File: config.mk
export PLATFORM = sky130hd
export DESIGN_NAME = frame_decoder
export DESIGN_NICKNAME = d
export VERILOG_FILES = /design/src/frame_decoder_pkg.sv /design/src/frame_assembler.sv /design/src/frame_decoder.sv /design/src/frame_header_parser.sv /design/src/payload_realign.sv
export SDC_FILE = /design/constraint.sdc
export NUM_CORES = 1
export LEC_CHECK = 0
export ABC_CLOCK_PERIOD_IN_PS = 3700
export BUFFER_PORTS_ARGS = -buffer_cell sky130_fd_sc_hd__buf_2
export CAP_MARGIN = 20
export CORE_MARGIN = 2
export CORE_UTILIZATION = 30
export DETAILED_ROUTE_END_ITERATION = 8
export MAX_ROUTING_LAYER = met4
export PLACE_DENSITY = 0.44
export SLEW_MARGIN = 30
export SYNTH_ARGS = -nofsm -noshare
export SYNTH_HDL_FRONTEND = slang
export SYNTH_SLANG_ARGS = --single-unit
File: constraint.sdc
create_clock -name glb_clk -period 3.7 [get_ports glb_clk]
set_clock_uncertainty 0.15 [all_clocks]
set_input_delay 0.925 -clock glb_clk [delete_from_list [all_inputs] [get_ports glb_clk]]
set_output_delay 0.925 -clock glb_clk [all_outputs]
set_load 0.005 [all_outputs]
File: src/frame_decoder_pkg.sv
package frame_decoder_pkg;

    // --------------------
    // sizes
    localparam int PORT_NUM      = 2;
    localparam int WORD_BYTES    = 4;
    localparam int HDR_WORDS     = 4;
    localparam int PAYLOAD_DEPTH = 4;

    localparam int BUF_PTR_W = $clog2(PAYLOAD_DEPTH);
    localparam int BUF_CNT_W = BUF_PTR_W + 1;
    localparam int HDR_CNT_W = $clog2(HDR_WORDS + 1);

    // --------------------
    // field types
    typedef logic [WORD_BYTES*8-1:0] word_t;
    typedef logic [WORD_BYTES-1:0]   keep_t;
    typedef logic [47:0]             mac_t;
    typedef logic [15:0]             len_type_t;
    typedef logic [7:0]              ecn_t;
    typedef logic [7:0]              label_t;
    typedef logic [31:0]             fifo_level_t;
    typedef logic [PORT_NUM-1:0]     port_sel_t;

    typedef logic [BUF_PTR_W-1:0]    buf_ptr_t;
    typedef logic [BUF_CNT_W-1:0]    buf_cnt_t;
    typedef logic [HDR_CNT_W-1:0]    hdr_cnt_t;

    // --------------------
    // labels and congestion
    localparam label_t      LABEL_BASE           = 8'd1;
    localparam label_t      LABEL_END            = 8'hff;
    localparam label_t      LABEL_NONE           = 8'hfe;
    localparam fifo_level_t FIFO_ALERT_THRESHOLD = 32'd3000;
    localparam ecn_t        ECN_MARK             = 8'd1;

    // output side of the frame
    typedef enum logic [1:0] {
        SEND_ADDR,
        SEND_LT,
        SEND_PAYLOAD,
        WAIT_FRAME
    } asm_state_t;

endpackage

File: src/frame_assembler.sv
`timescale 1ns/100ps

module frame_assembler (
    input  logic                     glb_clk,
    input  logic                     glb_areset_n,
    input  logic                     hdr_valid,
    input  frame_decoder_pkg::word_t addr_w0,
    input  frame_decoder_pkg::word_t addr_w1,
    input  frame_decoder_pkg::word_t addr_w2,
    input  frame_decoder_pkg::ecn_t  ecn_out,
    input  logic                     buf_valid,
    input  frame_decoder_pkg::word_t buf_data,
    input  frame_decoder_pkg::keep_t buf_keep,
    input  logic                     buf_last,
    input  logic                     m_axis_tready,
    output logic                     m_axis_tvalid,
    output frame_decoder_pkg::word_t m_axis_tdata,
    output frame_decoder_pkg::keep_t m_axis_tkeep,
    output logic                     m_axis_tlast,
    output logic                     buf_pop,
    output logic                     frame_done
);

    frame_decoder_pkg::asm_state_t state;
    frame_decoder_pkg::asm_state_t state_next;
    logic [1:0]                    addr_idx;

    logic                          load_en;
    logic                          word_avail;
    frame_decoder_pkg::word_t      word_data;
    frame_decoder_pkg::keep_t      word_keep;
    logic                          word_last;

    // output register takes a new word when empty or draining
    assign load_en    = !m_axis_tvalid || m_axis_tready;
    assign frame_done = m_axis_tvalid && m_axis_tready && m_axis_tlast;

    // --------------------
    // next word select
    always_comb
    begin
        state_next = state;
        word_avail = 1'b0;
        word_data  = buf_data;
        word_keep  = buf_keep;
        word_last  = buf_last;
        case (state)
            frame_decoder_pkg::WAIT_FRAME:
            begin
                // old frame's last word must be gone first
                if (hdr_valid && !m_axis_tvalid)
                    state_next = frame_decoder_pkg::SEND_ADDR;
            end
            frame_decoder_pkg::SEND_ADDR:
            begin
                word_avail = 1'b1;
                word_keep  = 4'hf;
                word_last  = 1'b0;
                case (addr_idx)
                    2'd0:    word_data = addr_w0;
                    2'd1:    word_data = addr_w1;
                    default: word_data = addr_w2;
                endcase
                if (load_en && addr_idx == 2'd2)
                    state_next = frame_decoder_pkg::SEND_LT;
            end
            frame_decoder_pkg::SEND_LT:
            begin
                word_avail = buf_valid;
                word_data  = {buf_data[31:24], ecn_out, buf_data[15:0]};
                if (load_en && buf_valid)
                    state_next = buf_last ? frame_decoder_pkg::WAIT_FRAME
                                          : frame_decoder_pkg::SEND_PAYLOAD;
            end
            default:
            begin
                word_avail = buf_valid;
                if (load_en && buf_valid && buf_last)
                    state_next = frame_decoder_pkg::WAIT_FRAME;
            end
        endcase
    end

    assign buf_pop = load_en && word_avail
        && (state == frame_decoder_pkg::SEND_LT || state == frame_decoder_pkg::SEND_PAYLOAD);

    always_ff @(posedge glb_clk or negedge glb_areset_n)
    begin
        if (!glb_areset_n)
        begin
            state         <= frame_decoder_pkg::WAIT_FRAME;
            addr_idx      <= 2'd0;
            m_axis_tvalid <= 1'b0;
            m_axis_tlast  <= 1'b0;
        end
        else
        begin
            state <= state_next;
            if (state == frame_decoder_pkg::SEND_ADDR && load_en)
                addr_idx <= (addr_idx == 2'd2) ? 2'd0 : addr_idx + 1'b1;
            if (load_en)
            begin
                m_axis_tvalid <= word_avail;
                if (word_avail)
                    m_axis_tlast <= word_last;
            end
        end
    end

    always_ff @(posedge glb_clk)
    begin
        if (load_en && word_avail)
        begin
            m_axis_tdata <= word_data;
            m_axis_tkeep <= word_keep;
        end
    end

    a_hold_on_stall: assert property (
        @(posedge glb_clk) disable iff (!glb_areset_n)
        m_axis_tvalid && !m_axis_tready |=>
            m_axis_tvalid && $stable(m_axis_tdata) && $stable(m_axis_tkeep)
            && $stable(m_axis_tlast)
    );

endmodule

File: src/frame_decoder.sv
`timescale 1ns/100ps

module frame_decoder (
    input  logic                           glb_clk,
    input  logic                           glb_areset_n,

    input  logic                           s_axis_tvalid,
    output logic                           s_axis_tready,
    input  frame_decoder_pkg::word_t       s_axis_tdata,
    input  frame_decoder_pkg::keep_t       s_axis_tkeep,
    input  logic                           s_axis_tlast,

    output logic                           m_axis_tvalid,
    input  logic                           m_axis_tready,
    output frame_decoder_pkg::word_t       m_axis_tdata,
    output frame_decoder_pkg::keep_t       m_axis_tkeep,
    output logic                           m_axis_tlast,

    output frame_decoder_pkg::port_sel_t   bus_sel,

    input  frame_decoder_pkg::fifo_level_t fifo_0_space_used,
    input  frame_decoder_pkg::fifo_level_t fifo_1_space_used
);

    logic                     beat_accept;
    logic                     lt_beat;
    logic                     hdr_valid;
    logic                     frame_done;
    frame_decoder_pkg::word_t addr_w0;
    frame_decoder_pkg::word_t addr_w1;
    frame_decoder_pkg::word_t addr_w2;
    frame_decoder_pkg::ecn_t  ecn_out;

    logic                     buf_valid;
    frame_decoder_pkg::word_t buf_data;
    frame_decoder_pkg::keep_t buf_keep;
    logic                     buf_last;
    logic                     buf_pop;

    // --------------------
    // header and payload paths
    frame_header_parser u_parser (
        .glb_clk           (glb_clk),
        .glb_areset_n      (glb_areset_n),
        .beat_accept       (beat_accept),
        .s_axis_tdata      (s_axis_tdata),
        .s_axis_tlast      (s_axis_tlast),
        .fifo_0_space_used (fifo_0_space_used),
        .fifo_1_space_used (fifo_1_space_used),
        .frame_done        (frame_done),
        .lt_beat           (lt_beat),
        .hdr_valid         (hdr_valid),
        .addr_w0           (addr_w0),
        .addr_w1           (addr_w1),
        .addr_w2           (addr_w2),
        .ecn_out           (ecn_out),
        .bus_sel           (bus_sel)
    );

    payload_realign u_realign (
        .glb_clk       (glb_clk),
        .glb_areset_n  (glb_areset_n),
        .s_axis_tvalid (s_axis_tvalid),
        .s_axis_tdata  (s_axis_tdata),
        .s_axis_tkeep  (s_axis_tkeep),
        .s_axis_tlast  (s_axis_tlast),
        .lt_beat       (lt_beat),
        .buf_pop       (buf_pop),
        .frame_done    (frame_done),
        .s_axis_tready (s_axis_tready),
        .beat_accept   (beat_accept),
        .buf_valid     (buf_valid),
        .buf_data      (buf_data),
        .buf_keep      (buf_keep),
        .buf_last      (buf_last)
    );

    // output side
    frame_assembler u_assembler (
        .glb_clk       (glb_clk),
        .glb_areset_n  (glb_areset_n),
        .hdr_valid     (hdr_valid),
        .addr_w0       (addr_w0),
        .addr_w1       (addr_w1),
        .addr_w2       (addr_w2),
        .ecn_out       (ecn_out),
        .buf_valid     (buf_valid),
        .buf_data      (buf_data),
        .buf_keep      (buf_keep),
        .buf_last      (buf_last),
        .m_axis_tready (m_axis_tready),
        .m_axis_tvalid (m_axis_tvalid),
        .m_axis_tdata  (m_axis_tdata),
        .m_axis_tkeep  (m_axis_tkeep),
        .m_axis_tlast  (m_axis_tlast),
        .buf_pop       (buf_pop),
        .frame_done    (frame_done)
    );

endmodule

File: src/frame_header_parser.sv
`timescale 1ns/100ps

module frame_header_parser (
    input  logic                           glb_clk,
    input  logic                           glb_areset_n,
    input  logic                           beat_accept,
    input  frame_decoder_pkg::word_t       s_axis_tdata,
    input  logic                           s_axis_tlast,
    input  frame_decoder_pkg::fifo_level_t fifo_0_space_used,
    input  frame_decoder_pkg::fifo_level_t fifo_1_space_used,
    input  logic                           frame_done,
    output logic                           lt_beat,
    output logic                           hdr_valid,
    output frame_decoder_pkg::word_t       addr_w0,
    output frame_decoder_pkg::word_t       addr_w1,
    output frame_decoder_pkg::word_t       addr_w2,
    output frame_decoder_pkg::ecn_t        ecn_out,
    output frame_decoder_pkg::port_sel_t   bus_sel
);

    frame_decoder_pkg::hdr_cnt_t  beat_cnt;
    frame_decoder_pkg::label_t    label;
    frame_decoder_pkg::port_sel_t sel_next;
    frame_decoder_pkg::port_sel_t over_thr;
    frame_decoder_pkg::ecn_t      ecn_next;
    logic                         no_port;

    assign lt_beat = beat_accept
        && (beat_cnt == frame_decoder_pkg::hdr_cnt_t'(frame_decoder_pkg::HDR_WORDS - 1));

    // header beat counter, saturates once the label word is past
    always_ff @(posedge glb_clk or negedge glb_areset_n)
    begin
        if (!glb_areset_n)
        begin
            beat_cnt <= '0;
        end
        else if (beat_accept)
        begin
            if (s_axis_tlast)
                beat_cnt <= '0;
            else if (beat_cnt != frame_decoder_pkg::hdr_cnt_t'(frame_decoder_pkg::HDR_WORDS))
                beat_cnt <= beat_cnt + 1'b1;
        end
    end

    // --------------------
    // route decode on the label word
    always_comb
    begin
        label   = s_axis_tdata[31:24];
        no_port = (label == frame_decoder_pkg::LABEL_END)
               || (label == frame_decoder_pkg::LABEL_NONE);
        sel_next = '0;
        for (int p = 0; p < frame_decoder_pkg::PORT_NUM; p++)
        begin
            if (!no_port && label == frame_decoder_pkg::label_t'(frame_decoder_pkg::LABEL_BASE + p))
                sel_next[p] = 1'b1;
        end
        over_thr = {fifo_1_space_used > frame_decoder_pkg::FIFO_ALERT_THRESHOLD,
                    fifo_0_space_used > frame_decoder_pkg::FIFO_ALERT_THRESHOLD};
        // only the chosen port's level counts
        ecn_next = (|(sel_next & over_thr)) ? frame_decoder_pkg::ECN_MARK : s_axis_tdata[23:16];
    end

    always_ff @(posedge glb_clk or negedge glb_areset_n)
    begin
        if (!glb_areset_n)
        begin
            hdr_valid <= 1'b0;
            bus_sel   <= '0;
        end
        else if (frame_done)
        begin
            hdr_valid <= 1'b0;
            bus_sel   <= '0;
        end
        else if (lt_beat)
        begin
            hdr_valid <= 1'b1;
            bus_sel   <= sel_next;
        end
    end

    // address words and ecn
    always_ff @(posedge glb_clk)
    begin
        if (beat_accept)
        begin
            if (beat_cnt == frame_decoder_pkg::hdr_cnt_t'(0))
                addr_w0 <= s_axis_tdata;
            if (beat_cnt == frame_decoder_pkg::hdr_cnt_t'(1))
                addr_w1 <= s_axis_tdata;
            if (beat_cnt == frame_decoder_pkg::hdr_cnt_t'(2))
                addr_w2 <= s_axis_tdata;
        end
        if (lt_beat)
            ecn_out <= ecn_next;
    end

    a_bus_sel_onehot0: assert property (
        @(posedge glb_clk) disable iff (!glb_areset_n)
        $onehot0(bus_sel)
    );

endmodule

File: src/payload_realign.sv
`timescale 1ns/100ps

module payload_realign (
    input  logic                     glb_clk,
    input  logic                     glb_areset_n,
    input  logic                     s_axis_tvalid,
    input  frame_decoder_pkg::word_t s_axis_tdata,
    input  frame_decoder_pkg::keep_t s_axis_tkeep,
    input  logic                     s_axis_tlast,
    input  logic                     lt_beat,
    input  logic                     buf_pop,
    input  logic                     frame_done,
    output logic                     s_axis_tready,
    output logic                     beat_accept,
    output logic                     buf_valid,
    output frame_decoder_pkg::word_t buf_data,
    output frame_decoder_pkg::keep_t buf_keep,
    output logic                     buf_last
);

    frame_decoder_pkg::word_t mem_data [frame_decoder_pkg::PAYLOAD_DEPTH];
    frame_decoder_pkg::keep_t mem_keep [frame_decoder_pkg::PAYLOAD_DEPTH];
    logic                     mem_last [frame_decoder_pkg::PAYLOAD_DEPTH];

    frame_decoder_pkg::buf_ptr_t wr_ptr;
    frame_decoder_pkg::buf_ptr_t rd_ptr;
    frame_decoder_pkg::buf_cnt_t buf_count;
    logic                        buf_full;

    logic                        in_open;
    logic                        in_payload;
    logic                        flush_pend;
    logic [23:0]                 carry;
    frame_decoder_pkg::keep_t    carry_keep;

    logic                        push_en;
    frame_decoder_pkg::word_t    push_data;
    frame_decoder_pkg::keep_t    push_keep;
    logic                        push_last;

    assign buf_full      = (buf_count == frame_decoder_pkg::buf_cnt_t'(frame_decoder_pkg::PAYLOAD_DEPTH));
    assign s_axis_tready = s_axis_tvalid && in_open && !buf_full;
    assign beat_accept   = s_axis_tvalid && s_axis_tready;

    // input closes after the last beat until the frame has left
    always_ff @(posedge glb_clk or negedge glb_areset_n)
    begin
        if (!glb_areset_n)
            in_open <= 1'b1;
        else if (beat_accept && s_axis_tlast)
            in_open <= 1'b0;
        else if (frame_done)
            in_open <= 1'b1;
    end

    // --------------------
    // byte repack
    always_comb
    begin
        push_en   = (beat_accept && in_payload) || (flush_pend && !buf_full);
        push_data = flush_pend ? {8'h00, carry} : {s_axis_tdata[7:0], carry};
        push_keep = flush_pend ? carry_keep : 4'hf;
        push_last = flush_pend || (s_axis_tlast && s_axis_tkeep == 4'h1);
    end

    always_ff @(posedge glb_clk or negedge glb_areset_n)
    begin
        if (!glb_areset_n)
        begin
            in_payload <= 1'b0;
            flush_pend <= 1'b0;
        end
        else
        begin
            if (flush_pend && !buf_full)
                flush_pend <= 1'b0;
            if (beat_accept && lt_beat)
            begin
                in_payload <= !s_axis_tlast;
                flush_pend <= s_axis_tlast;
            end
            else if (beat_accept && in_payload && s_axis_tlast)
            begin
                in_payload <= 1'b0;
                flush_pend <= (s_axis_tkeep != 4'h1);
            end
        end
    end

    // lt and ecn bytes are carried, the label byte is dropped
    always_ff @(posedge glb_clk)
    begin
        if (beat_accept && lt_beat)
        begin
            carry      <= s_axis_tdata[23:0];
            carry_keep <= {1'b0, s_axis_tkeep[2:0]};
        end
        else if (beat_accept && in_payload)
        begin
            carry      <= s_axis_tdata[31:8];
            carry_keep <= {1'b0, s_axis_tkeep[3:1]};
        end
    end

    // --------------------
    // word buffer
    always_ff @(posedge glb_clk)
    begin
        if (push_en)
        begin
            mem_data[wr_ptr] <= push_data;
            mem_keep[wr_ptr] <= push_keep;
            mem_last[wr_ptr] <= push_last;
        end
    end

    always_ff @(posedge glb_clk or negedge glb_areset_n)
    begin
        if (!glb_areset_n)
        begin
            wr_ptr    <= '0;
            rd_ptr    <= '0;
            buf_count <= '0;
        end
        else
        begin
            if (push_en)
                wr_ptr <= wr_ptr + 1'b1;
            if (buf_pop)
                rd_ptr <= rd_ptr + 1'b1;
            if (push_en && !buf_pop)
                buf_count <= buf_count + 1'b1;
            else if (buf_pop && !push_en)
                buf_count <= buf_count - 1'b1;
        end
    end

    assign buf_valid = (buf_count != '0);
    assign buf_data  = mem_data[rd_ptr];
    assign buf_keep  = mem_keep[rd_ptr];
    assign buf_last  = mem_last[rd_ptr];

    a_no_push_full: assert property (
        @(posedge glb_clk) disable iff (!glb_areset_n)
        buf_full |-> !(push_en && !buf_pop)
    );

    a_no_pop_empty: assert property (
        @(posedge glb_clk) disable iff (!glb_areset_n)
        buf_pop |-> buf_valid
    );

endmodule

[Yosys cells after proc, flatten, opt, wreduce, memory -nomap -nowiden]
Memory sizes are Yosys's and may differ from the RTL's. A register that Yosys moved wholly into a read port is not among the register bits.
Index checks and enable logic that the tools add are counted.
Cells by class
  add/sub/neg operators: 6
  equal/unequal tests: 19
  reductions and logical operators: 53
  mux-type cells: 36
  bitwise operators: 1
  $lt $le $gt $ge: 2
Operators by type and width (number)
  32-bit one-hot mux with 2 select lines: 2
  32-bit by 12-bit > comparator with 1-bit output (second input constant): 2
  24-bit 2-to-1 mux: 2
  32-bit 2-to-1 mux: 1
  1-bit logical AND: 23
  3-bit 2-to-1 mux: 6
  8-bit equality test (second input constant): 2
  1-bit 2-to-1 mux: 15
  2-bit 2-to-1 mux: 7
  2-bit nonzero test: 6
  2-bit AND reduction: 5
  8-bit by 1-bit equality test with 1-bit output (second input constant): 1
  8-bit by 2-bit equality test with 1-bit output (second input constant): 1
  2-bit by 1-bit adder with 2-bit output (second input constant): 3
  3-bit by 1-bit adder with 3-bit output (second input constant): 2
  2-bit equality test (second input constant): 3
  3-bit by 2-bit equality test with 1-bit output (second input constant): 2
  1-bit zero test: 6
  2-bit by 1-bit != test with 1-bit output (second input constant): 3
  2-bit one-hot mux with 3 select lines: 1
  3-bit nonzero test: 2
  1-bit logical OR: 5
  2-bit by 1-bit equality test with 1-bit output (second input constant): 2
  4-bit by 1-bit equality test with 1-bit output (second input constant): 1
  13 further kinds: 14
Storage, ports and cells
  memory bits (writable): 148
  logic and storage cells: 140
  input port bits: 105
  memories kept: 3
  output and inout bits: 41
  flip-flop bits (word level): 185
Memory list
  u_realign.mem_data: depth 4, width 32, read ports 1, clocked after memory_dff 0, wr ports 1, line payload_realign.sv:21  | frame_decoder_pkg::word_t mem_data [frame_decoder_pkg::PAYLOAD_DEPTH];
  u_realign.mem_keep: depth 4, width 4, read ports 1, clocked after memory_dff 1, wr ports 1, line payload_realign.sv:22  | frame_decoder_pkg::keep_t mem_keep [frame_decoder_pkg::PAYLOAD_DEPTH];
  u_realign.mem_last: depth 4, width 1, read ports 1, clocked after memory_dff 0, wr ports 1, line payload_realign.sv:23  | logic mem_last [frame_decoder_pkg::PAYLOAD_DEPTH];

[Longest topological paths before layout]
Gate-level depths: netlist of run 1.
  depth in word-level cells: 10
  gate-level depth with buffers: 10
  depth with buffers taken out: 10

[Cells and area by module]
From an unflattened synthesis of run 1, not the netlist that was laid out.
Unflattened totals
  cells, all modules: 745
  area total of the unflattened synthesis: 13499.2 um2
Modules (own cells, without submodules)
  payload_realign: sequential area each 5506.5 um2, cells an instance 315, instances 1, area an instance 7214.4 um2
  frame_header_parser: sequential area each 3273.1 um2, cells an instance 184, instances 1, area an instance 3746.1 um2
  frame_assembler: sequential area each 1233.7 um2, cells an instance 246, instances 1, area an instance 2538.7 um2

[Worst setup path before layout of run 1]
Ideal clock, no wire load.
  path type: register to register
  start: register u_assembler.state[0]
  end: register u_assembler.m_axis_tlast
  period minus slack after synthesis: 3.376 ns
  buffers on the path: 0
  path slack: 0.324 ns
  arrival: 3.101 ns
  cell stages (with the launch flop): 7
  required time: 3.425 ns
  setup time: 0.125 ns
  cell sequence: dfstp_2 > inv_1 > ha_1 > nand2_1 > o21ai_0 > nor2_1 > mux2_2
Between the ends
  word-level cells in the longest chain between the ends: 3
  elaborated cells on any way between the ends: 5
  those cells by class: eq/ne: 1; mux: 2; reduce/logical: 2
Ends and longest elaborated chain
  start: declaration: line frame_assembler.sv:24  | frame_decoder_pkg::asm_state_t state;
  start signal: assignment: line frame_assembler.sv:91  | state <= frame_decoder_pkg::WAIT_FRAME;
  start signal: assignment: line frame_assembler.sv:98  | state <= state_next;
  2-bit equality test / 2-bit zero test (equally long branches): line frame_assembler.sv:47  | case (state)
  1-bit one-hot mux with 2 select lines: line frame_assembler.sv:47
  2-bit AND reduction (no source line)
  end signal: assignment: line frame_assembler.sv:105  | m_axis_tlast <= word_last;
  end: declaration: line frame_assembler.sv:19  | output logic m_axis_tlast,
Several ways; a longest one is shown, not always the timed one.
A chain may end at the register's enable or synchronous reset.

[Worst setup path in the final report of run 1]
  start: register u_realign.buf_count[1]
  end: output s_axis_tready
Between the ends
  word-level cells in the longest chain between the ends: 3
Ends and longest elaborated chain
  start: declaration: line payload_realign.sv:27  | frame_decoder_pkg::buf_cnt_t buf_count;
  start signal: assignment: line payload_realign.sv:132  | buf_count <= buf_count + 1'b1;
  start signal: assignment: line payload_realign.sv:134  | buf_count <= buf_count - 1'b1;
  3-bit equality test: line payload_realign.sv:41  | assign buf_full = (buf_count == frame_decoder_pkg::buf_cnt_t'(frame_decoder_pkg::PAYLOAD_DEPTH));
  1-bit zero test: line payload_realign.sv:42  | assign s_axis_tready = s_axis_tvalid && in_open && !buf_full;
  1-bit logical AND: line payload_realign.sv:42
  end: declaration: line frame_decoder.sv:8  | output logic s_axis_tready,
No other way between the ends.

==> flow_metrics.py, run 1 <==
metrics = {
    "outcome": {
        "status": "completed",
    },
    "power": {
        "swShare_pct": 30.0,
        "switching_power_w": 0.00365,
        "finalPower_w": 0.0122,
        "p_int_w": 0.00852,
        "p_clk_share_pct": 30.0,
        "p_leak_nw": 5.59,
        "vdd_drop_max_uv": 325,
        "p_per_area_mw_per_mm2": 754,
        "seq_power_share_pct": 44.1,
        "pwr-share-comb_pct": 25.9,
    },
    "clock_network": {
        "clk_latency_ps": 530,
        "clock-sinks": 337,
        "path_clk_slew_ps": 60,
        "htreeDepth": 2,
        "tritoncts.num_buffers": 38,
        "cts_tree": "yes",
        "clk_path_buf_depth": 3,
        "cts_setup_buffers": 0,
        "cts-root-buf": "clkbuf_16",
        "cts_resized": 0,
        "ctsHoldBuffers": 0,
    },
    "place": {
        "dp_hpwl_um": 20200,
        "io_buffer_count": 145,
        "place_area_mm2": 0.0149,
        "routabilityCongestion": 0.693,
    },
    "route": {
        "first_pass_iters": 4,
        "drt-initial-drc-count": 398,
        "routed_via_density": 4.65,
        "drtAntennaViolNets": 0,
        "wl_um": 32400,
        "vias": 7140,
        "wl_per_cell_um": 21.1,
        "drc": 0,
    },
    "yosys": {
        "yosys_warnings": 0,
        "synth_seq_cells": 337,
        "ys.flop_type": "edfxtp_1",
        "yosys-top-cells-area": "edfxtp_1, mux4_2, dfrtp_1",
        "ys_seq_area_share_pct": 75.3,
        "syn_nets": 859,
        "yosysTopAreaCellShare_pct": 71.2,
        "syn_area_mm2": 0.0133,
        "ys_async_sr_fraction_pct": 6.53,
        "syn_area_per_cell_um2": 18.0,
        "ys_top_cells_by_count": "edfxtp_1, nand2_1, o21ai_0, mux4_2, mux2i_1",
        "yosysMostFrequentCell": "edfxtp_1",
        "synth-edff-count": 315,
        "synth.largest_area_cell": "edfxtp_1",
        "synth.distinct_cells": 47,
        "syn-instance-count": 739,
    },
    "global_routing": {
        "track_usage_pct": 14.6,
        "grt_pass1_wl_um": 48100,
        "grt_pass1_vias": 7400,
        "grt_overflow_total": 0,
        "grt_start_max_net_pins": 42,
        "antenna_found_initial": 1,
    },
    "worst_setup_path": {
        "critPathLaunchType": "flip-flop",
        "max_stage_delay_ps": 470,
        "crit_required_ps": 2620,
        "slowest_stage": "or3b_1",
        "worstPathMaxFanout": 9,
        "path_delay_family": "simple AND/OR/NAND/NOR gates",
        "path_cells": "or3b_1 > nand2_1 > inv_2 > buf_2",
        "worstSetupPathType": "flip-flop to output pin",
        "worst-path-buf-inv": 2,
        "cp.arrival_ps": 1870,
        "cp-end-kind": "output pin",
    },
    "finish": {
        "fin_area_mm2": 0.0161,
        "areaGrowthSynthToFinish_pct": 21.4,
        "n_fill_cell": 4226,
        "nets": 1033,
        "drive_gt1_share_pct": 32.4,
    },
    "min_path": {
        "hold_class": "primary input to async pin",
    },
    "sta": {
        "max-slew-margin-rel_pct": 37.8,
        "fin_crit_ps": 2950,
        "hold_violations": 0,
        "grt_setup_unrepaired": "no",
        "timing.final.max_slew_violations": 0,
        "tns_ps": 0,
        "tightest_slew_ps": 924,
        "period_share_pct": 79.6,
        "max_clock_freq_ghz": 0.339,
        "setup_violations": 0,
    },
    "floorplanning": {
        "dieArea_mm2": 0.0460,
        "start_util_pct": 30.3,
        "io_pins": 146,
        "rows": 77,
        "die_x_um": 214,
        "die_height_um": 214,
        "coreArea_mm2": 0.0439,
    },
    "job": {
        "drv_cap": 0,
    },
}
## power groups by stage
stage / Clock, W / Combinational, W / Sequential [W]
2_1_floorplan: 0 / 0.00198 / 0.00531
3_3_place_gp: 0 / 0.00326 / 0.00545
3_5_place_dp: 0 / 0.00326 / 0.00546
4_1_cts: 0.00375 / 0.00328 / 0.00539
5_1_grt: 0.00390 / 0.00347 / 0.00544
6_report: 0.00365 / 0.00316 / 0.00537
## cell families after synthesis
logic type | after synthesis | share of synthesized area (%)
DFF | 337 | 75.3
and+or+nand+nor | 148 | 5.61
muxes | 100 | 11.3
AOI/OAI and AO/OA | 89 | 4.52
buffers and inverters | 44 | 1.37
adders and majority gates | 15 | 1.47
xor gates and xnor gates | 6 | 0.395
## layout make-up
cell class | count | area [um2] | area share, %
Sequential cell | 337 | 10000 | 62.1
Multi-Input combinational cell | 358 | 3120 | 19.3
Timing Repair Buffer | 165 | 1000 | 6.20
Clock buffer | 43 | 991 | 6.14
Tap cell | 592 | 741 | 4.59
Clock inverter | 27 | 215 | 1.33
Inverter | 13 | 48.8 | 0.302
Antenna cell | 2 | 5.00 | 0.0310
## cell usage in the layout (no fill, tap or decap), types with 5 or more instances in the layout
cell,count
edfxtp_1,315
buf_2,145
nand2_1,68
o21ai_0,39
clkbuf_16,39
mux4_2,37
mux2i_1,33
mux2_2,30
a22o_1,26
clkinv_1,16
dfrtp_1,16
ha_1,13
inv_1,11
nor4_1,11
nor2b_1,10
nor2_1,10
buf_12,10
buf_4,10
a22oi_1,8
nand2b_1,7
nor3b_1,7
a21oi_1,6
clkinv_2,5
## worst paths after layout
| path | slack (ps) | depth (start not counted) | end | start |
|---|---|---|---|---|
| max | 750 | 4 | s_axis_tready | u_realign.buf_count[1]$_DFFE_PN0P_ |
| min | 230 | 1 | u_parser.beat_cnt[2]$_DFFE_PN0P_ | glb_areset_n |
| max reg2reg | 950 | 8 | u_realign.buf_count[1]$_DFFE_PN0P_ | u_realign.buf_count[1]$_DFFE_PN0P_ |
| min reg2reg | 340 | 0 | u_realign.mem_data[1][6]$_DFFE_PP_ | u_realign.carry[6]$_DFFE_PP_ |
| max in group asynchronous | 2760 | 1 | u_realign.rd_ptr[0]$_DFFE_PN0P_ | glb_areset_n |
| min in group glb_clk | 340 | 0 | u_realign.mem_data[1][6]$_DFFE_PP_ | u_realign.carry[6]$_DFFE_PP_ |
## stage by stage
stage	util, %	setup slack, ps	hold WS, ps	cells
3_3_place_gp	34.0	608	328	1465
2_1_floorplan	-	324	305	739
6_report	36.7	754	234	1537
3_5_place_dp	34.0	573	331	1465
5_1_grt	36.7	677	257	1536
4_1_cts	36.7	716	241	1535
## metal layers
layer / global-route usage, % / wire length (um) / up-vias
li1: - / - / 3274
met1: 19.3 / 14900 / 3618
met2: 23.5 / 15500 / 202
met3: 2.27 / 1450 / 46
met4: 3.75 / 582 / 0
met5: - / 0 / -
## worst register-to-register path, delay by kind of cell (launching register included)
family,cells,cell delay [ps]
and+or+nand+nor,2,680
muxes,1,270
AOI/OAI and AO/OA,1,300
buffers and inverters,2,180
DFF,1,410
adders and majority gates,2,650
## state kept, by name (all words and copies together), names as in the netlist, 3 cells and up
name,count
u_assembler.m_axis_tdata,32
u_assembler.m_axis_tkeep,4
u_parser.addr_w0,32
u_parser.addr_w1,32
u_parser.addr_w2,32
u_parser.beat_cnt,3
u_parser.ecn_out,8
u_realign.buf_count,3
u_realign.carry,24
u_realign.carry_keep,3
u_realign.mem_data,128
u_realign.mem_keep,16
u_realign.mem_last,4
Note: power is estimated with default switching activity, not from simulation.
==> run 2, diff against run 1 <==
ABC_AREA = 1   (was unset)
ABC_CLOCK_PERIOD_IN_PS = 2900   (was 3700)
clock period = 2.9 ns   (was 3.7 ns; I/O delays follow)
==> flow_metrics.py, run 2 <==
metrics = {
    "sta": {
        "setup_violations": 0,
        "max_clock_freq_ghz": 0.406,
        "hold_violations": 0,
        "grt_setup_unrepaired": "no",
        "timing.final.max_slew_violations": 0,
        "period_share_pct": 85.0,
        "fin_crit_ps": 2460,
        "tns_ps": 0,
        "tightest_slew_ps": 592,
        "max-slew-margin-rel_pct": 60.2,
    },
    "yosys": {
        "synth-compound-area-share_pct": 7.29,
        "synth.distinct_cells": 38,
        "ys_top_cells_by_count": "edfxtp_1, nand2_1, nor2_1, nand3_1, inv_1",
        "synthAdderAreaFrac_pct": 1.40,
        "ys_async_sr_fraction_pct": 6.53,
        "yosysTopAreaCellShare_pct": 68.0,
        "syn_area_per_cell_um2": 12.1,
        "yosys-top-cells-area": "edfxtp_1, nand2_1, nand3_1",
        "syn_nets": 1268,
        "synth_simple_gate_area_share_pct": 14.4,
        "synth.largest_area_cell": "edfxtp_1",
        "syn_area_mm2": 0.0139,
        "synth-edff-count": 315,
        "synth_top_family_by_area": "simple AND/OR/NAND/NOR gates",
        "synth-xor-area-share_pct": 0.315,
        "yosys_warnings": 0,
        "yosysMostFrequentCell": "edfxtp_1",
        "synthMuxAreaShare_pct": 0.0810,
        "syn-instance-count": 1148,
        "synth_seq_cells": 337,
        "ys_seq_area_share_pct": 72.0,
        "ys.flop_type": "edfxtp_1",
    },
    "clock_network": {
        "cts_resized": 0,
        "cts_setup_buffers": 0,
        "ctsHoldBuffers": 0,
        "cts-root-buf": "clkbuf_16",
        "cts_tree": "yes",
        "clk_path_buf_depth": 3,
        "clock-sinks": 337,
        "clk_latency_ps": 540,
        "path_clk_slew_ps": 60,
        "tritoncts.num_buffers": 38,
        "htreeDepth": 2,
    },
    "route": {
        "first_pass_iters": 5,
        "drc": 0,
        "vias": 9063,
        "drtAntennaViolNets": 0,
        "routed_via_density": 4.67,
        "drt-initial-drc-count": 579,
        "wl_per_cell_um": 19.3,
        "wl_um": 37400,
    },
    "min_path": {
        "hold_class": "primary input to async pin",
    },
    "global_routing": {
        "grt_pass1_wl_um": 56000,
        "antenna_found_initial": 2,
        "grt_pass1_vias": 9046,
        "grt_start_max_net_pins": 75,
        "track_usage_pct": 16.2,
        "grt_overflow_total": 0,
    },
    "floorplanning": {
        "die_x_um": 219,
        "die_height_um": 219,
        "io_pins": 146,
        "start_util_pct": 30.5,
        "rows": 78,
        "dieArea_mm2": 0.0481,
        "coreArea_mm2": 0.0456,
    },
    "finish": {
        "top_register": "u_realign.mem_data",
        "areaGrowthSynthToFinish_pct": 20.7,
        "final_common_cell": "edfxtp_1",
        "layout_common_cells": "edfxtp_1, nand2_1, buf_2",
        "largest_register_ffs": 128,
        "drive_gt1_share_pct": 20.6,
        "nets": 1428,
        "n_fill_cell": 4496,
    },
    "worst_setup_path": {
        "cp-end-kind": "output pin",
        "cp.arrival_ps": 1590,
        "critPathLaunchType": "flip-flop",
        "worstSetupPathType": "flip-flop to output pin",
        "worstPathMaxFanout": 5,
        "crit_required_ps": 2030,
    },
    "place": {
        "routabilityCongestion": 0.729,
        "io_buffer_count": 145,
        "dp_hpwl_um": 23400,
    },
    "power": {
        "finalPower_w": 0.0167,
        "vdd_drop_max_uv": 412,
        "p_leak_nw": 6.26,
        "p_per_area_mw_per_mm2": 993,
    },
    "job": {
        "drv_cap": 0,
    },
    "outcome": {
        "status": "completed",
    },
}
run 2: worst max-delay path, cell delays in order, from the launching register on:
cell     delay [ps]
dfrtp_1         420
nor2_2          180
nand2_2         110
nand3_4         140
inv_4            70
buf_2           130
run 2: through the flow:
step                      setup WS, ps  area (um2)  instances  util, %  hold slack [ps]
after floorplan                   -443       13900       1148        -              279
after global placement             198       15500       1868     34.0              317
after detailed placement           194       15500       1868     34.0              319
after CTS                          389       16800       1937     36.8             24.1
after global routing               210       16800       1940     36.8             46.6
final                              436       16800       1940     36.8             26.7
run 2: layout make-up:
type	instances	area (um2)	share of cell area, %
Antenna cell	3	7.51	0.0447
Clock inverter	26	294	1.75
Sequential cell	337	10000	59.7
Timing Repair Buffer	179	1130	6.74
Multi-Input combinational cell	676	3320	19.8
Tap cell	600	751	4.47
Inverter	76	288	1.72
Clock buffer	43	970	5.78
run 2: logic make-up after synthesis:
logic type,after synthesis
xor+xnor,5
flops,337
buf+inv,135
fa+ha+maj,15
compound gates,182
simple gates,473
mux,1
run 2: path summary, 6_finish.rpt:
check                                                   start                                    to  slack (ps)  depth (start not counted)
hold reg to reg               u_parser.bus_sel[1]$_DFFE_PN0P_       u_parser.bus_sel[1]$_DFFE_PN0P_         330                          2
hold / removal                                   glb_areset_n  u_assembler.m_axis_tlast$_DFFE_PN0P_          30                          1
setup / recovery           u_realign.buf_count[1]$_DFFE_PN0P_                         s_axis_tready         440                          5
setup reg to reg           u_realign.buf_count[0]$_DFFE_PN0P_    u_realign.buf_count[2]$_DFFE_PN0P_         440                         12
min in group glb_clk                          s_axis_tdata[6]         u_parser.addr_w2[6]$_DFFE_PP_         250                          1
max in group asynchronous                        glb_areset_n       u_realign.rd_ptr[0]$_DFFE_PN0P_        2170                          1
run 2: power by group:
part | internal [W] | switching, W
sequential | 0.00637 | 0.000251
combinational | 0.00158 | 0.00358
clock | 0.00295 | 0.00193
run 2: metal layers:
layer	GRT usage, %	wire length [um]
met1	21.2	16800
met2	26.2	18100
met3	2.63	1870
met4	4.41	599
met5	-	0
==> run 3, diff against run 2 <==
ABC_CLOCK_PERIOD_IN_PS = 2320   (was 2900)
clock period = 2.32 ns   (was 2.9 ns; I/O delays follow)
==> flow_metrics.py, run 3 (synthesis results as in run 2) <==
metrics = {
    "outcome": {
        "status": "completed",
    },
    "route": {
        "wl_um": 38000,
        "drt-initial-drc-count": 560,
        "routed_via_density": 4.66,
        "vias": 9130,
        "drc": 0,
        "first_pass_iters": 5,
        "wl_per_cell_um": 19.4,
        "drtAntennaViolNets": 0,
    },
    "worst_setup_path": {
        "cp-end-kind": "output pin",
        "worstSetupPathType": "flip-flop to output pin",
        "cp.arrival_ps": 1520,
        "critPathLaunchType": "flip-flop",
        "r2r.worst_path.cells": 7,
        "worstPathMaxFanout": 4,
        "crit_required_ps": 1590,
    },
    "floorplanning": {
        "io_pins": 146,
        "die_height_um": 219,
        "dieArea_mm2": 0.0481,
        "start_util_pct": 30.5,
        "coreArea_mm2": 0.0456,
        "die_x_um": 219,
        "rows": 78,
    },
    "finish": {
        "layout_common_cells": "edfxtp_1, nand2_1, buf_2",
        "n_fill_cell": 4417,
        "multi_input_area_mm2": 0.00335,
        "nets": 1455,
        "regArea_mm2": 0.0100,
        "fin_area_mm2": 0.0170,
        "final_common_cell": "edfxtp_1",
        "largest_register_ffs": 128,
        "drive_gt1_share_pct": 21.8,
        "top_register": "u_realign.mem_data",
        "postLayoutCoreUtil_pct": 37.3,
        "areaGrowthSynthToFinish_pct": 22.2,
    },
    "clock_network": {
        "path_clk_slew_ps": 60,
        "tritoncts.num_buffers": 39,
        "clk_path_buf_depth": 3,
        "clk_latency_ps": 550,
        "htreeDepth": 2,
        "cts_tree": "yes",
        "clock-sinks": 337,
        "cts-root-buf": "clkbuf_16",
    },
    "sta": {
        "setup_violations": 0,
        "tightest_slew_ps": 577,
        "fin_crit_ps": 2250,
        "grt_setup_unrepaired": "no",
        "max_clock_freq_ghz": 0.444,
        "max-slew-margin-rel_pct": 61.5,
        "hold_violations": 0,
        "timing.final.max_slew_violations": 0,
        "period_share_pct": 97.2,
        "fin_hold_ws_ps": 103,
    },
    "place": {
        "place_area_mm2": 0.0158,
        "routabilityCongestion": 0.756,
        "io_buffer_count": 145,
        "dp_hpwl_um": 24100,
    },
    "min_path": {
        "hold_class": "primary input to flip-flop",
        "hold_path_depth": 1,
    },
    "power": {
        "vdd_drop_max_uv": 502,
        "p_per_area_mw_per_mm2": 1230,
        "p_leak_nw": 6.38,
    },
    "global_routing": {
        "grt_pass1_vias": 9015,
        "grt_start_max_net_pins": 75,
        "grt_pass1_wl_um": 56300,
        "antenna_found_initial": 1,
        "track_usage_pct": 16.3,
        "grt_overflow_total": 0,
    },
    "job": {
        "drv_cap": 0,
    },
}
-- run 3: cell count changes in the layout (fill, tap and decap cells not counted), moves of 2 or more --
cell,before,now
buf_4,22,38
clkinv_1,8,6
buf_12,12,21
clkbuf_16,38,40
clkbuf_1,5,10
bufinv_16,6,1
diode_2,3,1
clkinvlp_4,2,0
-- run 3: final timing paths --
path	from	to	slack, ps
min in group asynchronous	glb_areset_n	u_realign.rd_ptr[1]$_DFFE_PN0P_	450
hold reg to reg	u_parser.bus_sel[1]$_DFFE_PN0P_	u_parser.bus_sel[1]$_DFFE_PN0P_	320
max in group asynchronous	glb_areset_n	u_realign.buf_count[0]$_DFFE_PN0P_	1160
setup reg to reg	u_assembler.state[1]$_DFFE_PN1P_	u_realign.buf_count[1]$_DFFE_PN0P_	120
setup / recovery	u_realign.buf_count[0]$_DFFE_PN0P_	s_axis_tready	70
hold / removal	s_axis_tdata[18]	u_parser.addr_w1[18]$_DFFE_PP_	100
-- run 3: cell type report --
class                   count  area share, %
repair buffers            205           8.48
clock inverters            16          0.663
well taps                 600           4.42
diodes                      1         0.0147
flip-flops and latches    337           58.9
inverters                  76           1.69
multi-input cells         676           19.7
clock buffers              50           6.11
-- run 3: timing repair --
action | 4_1_cts | 5_1_grt
hold endpoints to repair | 19 | 0
endpoints found under the setup margin | 2 | 1
hold buffers | 1 | 0
pin swaps | 1 | 0
gates resized for setup | 4 | 1
setup buffers | 3 | 0
-- run 3: per-layer routing --
layer	vias to the layer above	global-route usage (%)	share of wire, %
li1	4424	-	-
met1	4461	21.8	47
met2	203	26.3	48
met3	42	2.40	4.1
met4	0	3.85	1.5
met5	-	-	0
-- run 3: through the flow --
stage	total power, W	TNS (ps)	instances	worst slack (ps)
after detailed placement	0.0154	-117	1890	-23.1
after global routing	0.0220	0	1961	0.518
after CTS	0.0211	0	1960	34.9
after global placement	0.0153	0	1890	21.2
after floorplan	0.0123	-63390	1148	-300
final	0.0208	0	1961	65.6
-- run 3: where the power goes --
group          internal (W)  switching [W]  leakage [nW]
Clock               0.00326        0.00237         0.567
Sequential          0.00796       0.000356          3.12
Combinational       0.00232        0.00455          2.70
Total                0.0135        0.00728          6.38
-- run 3: worst max-delay path, cell delays in order (launching register included) --
cell and delay [ps]:
dfrtp_2 420, nor2_4 140, nand2_4 80, nand3_4 70
inv_4 30, buf_4 140, buf_2 120
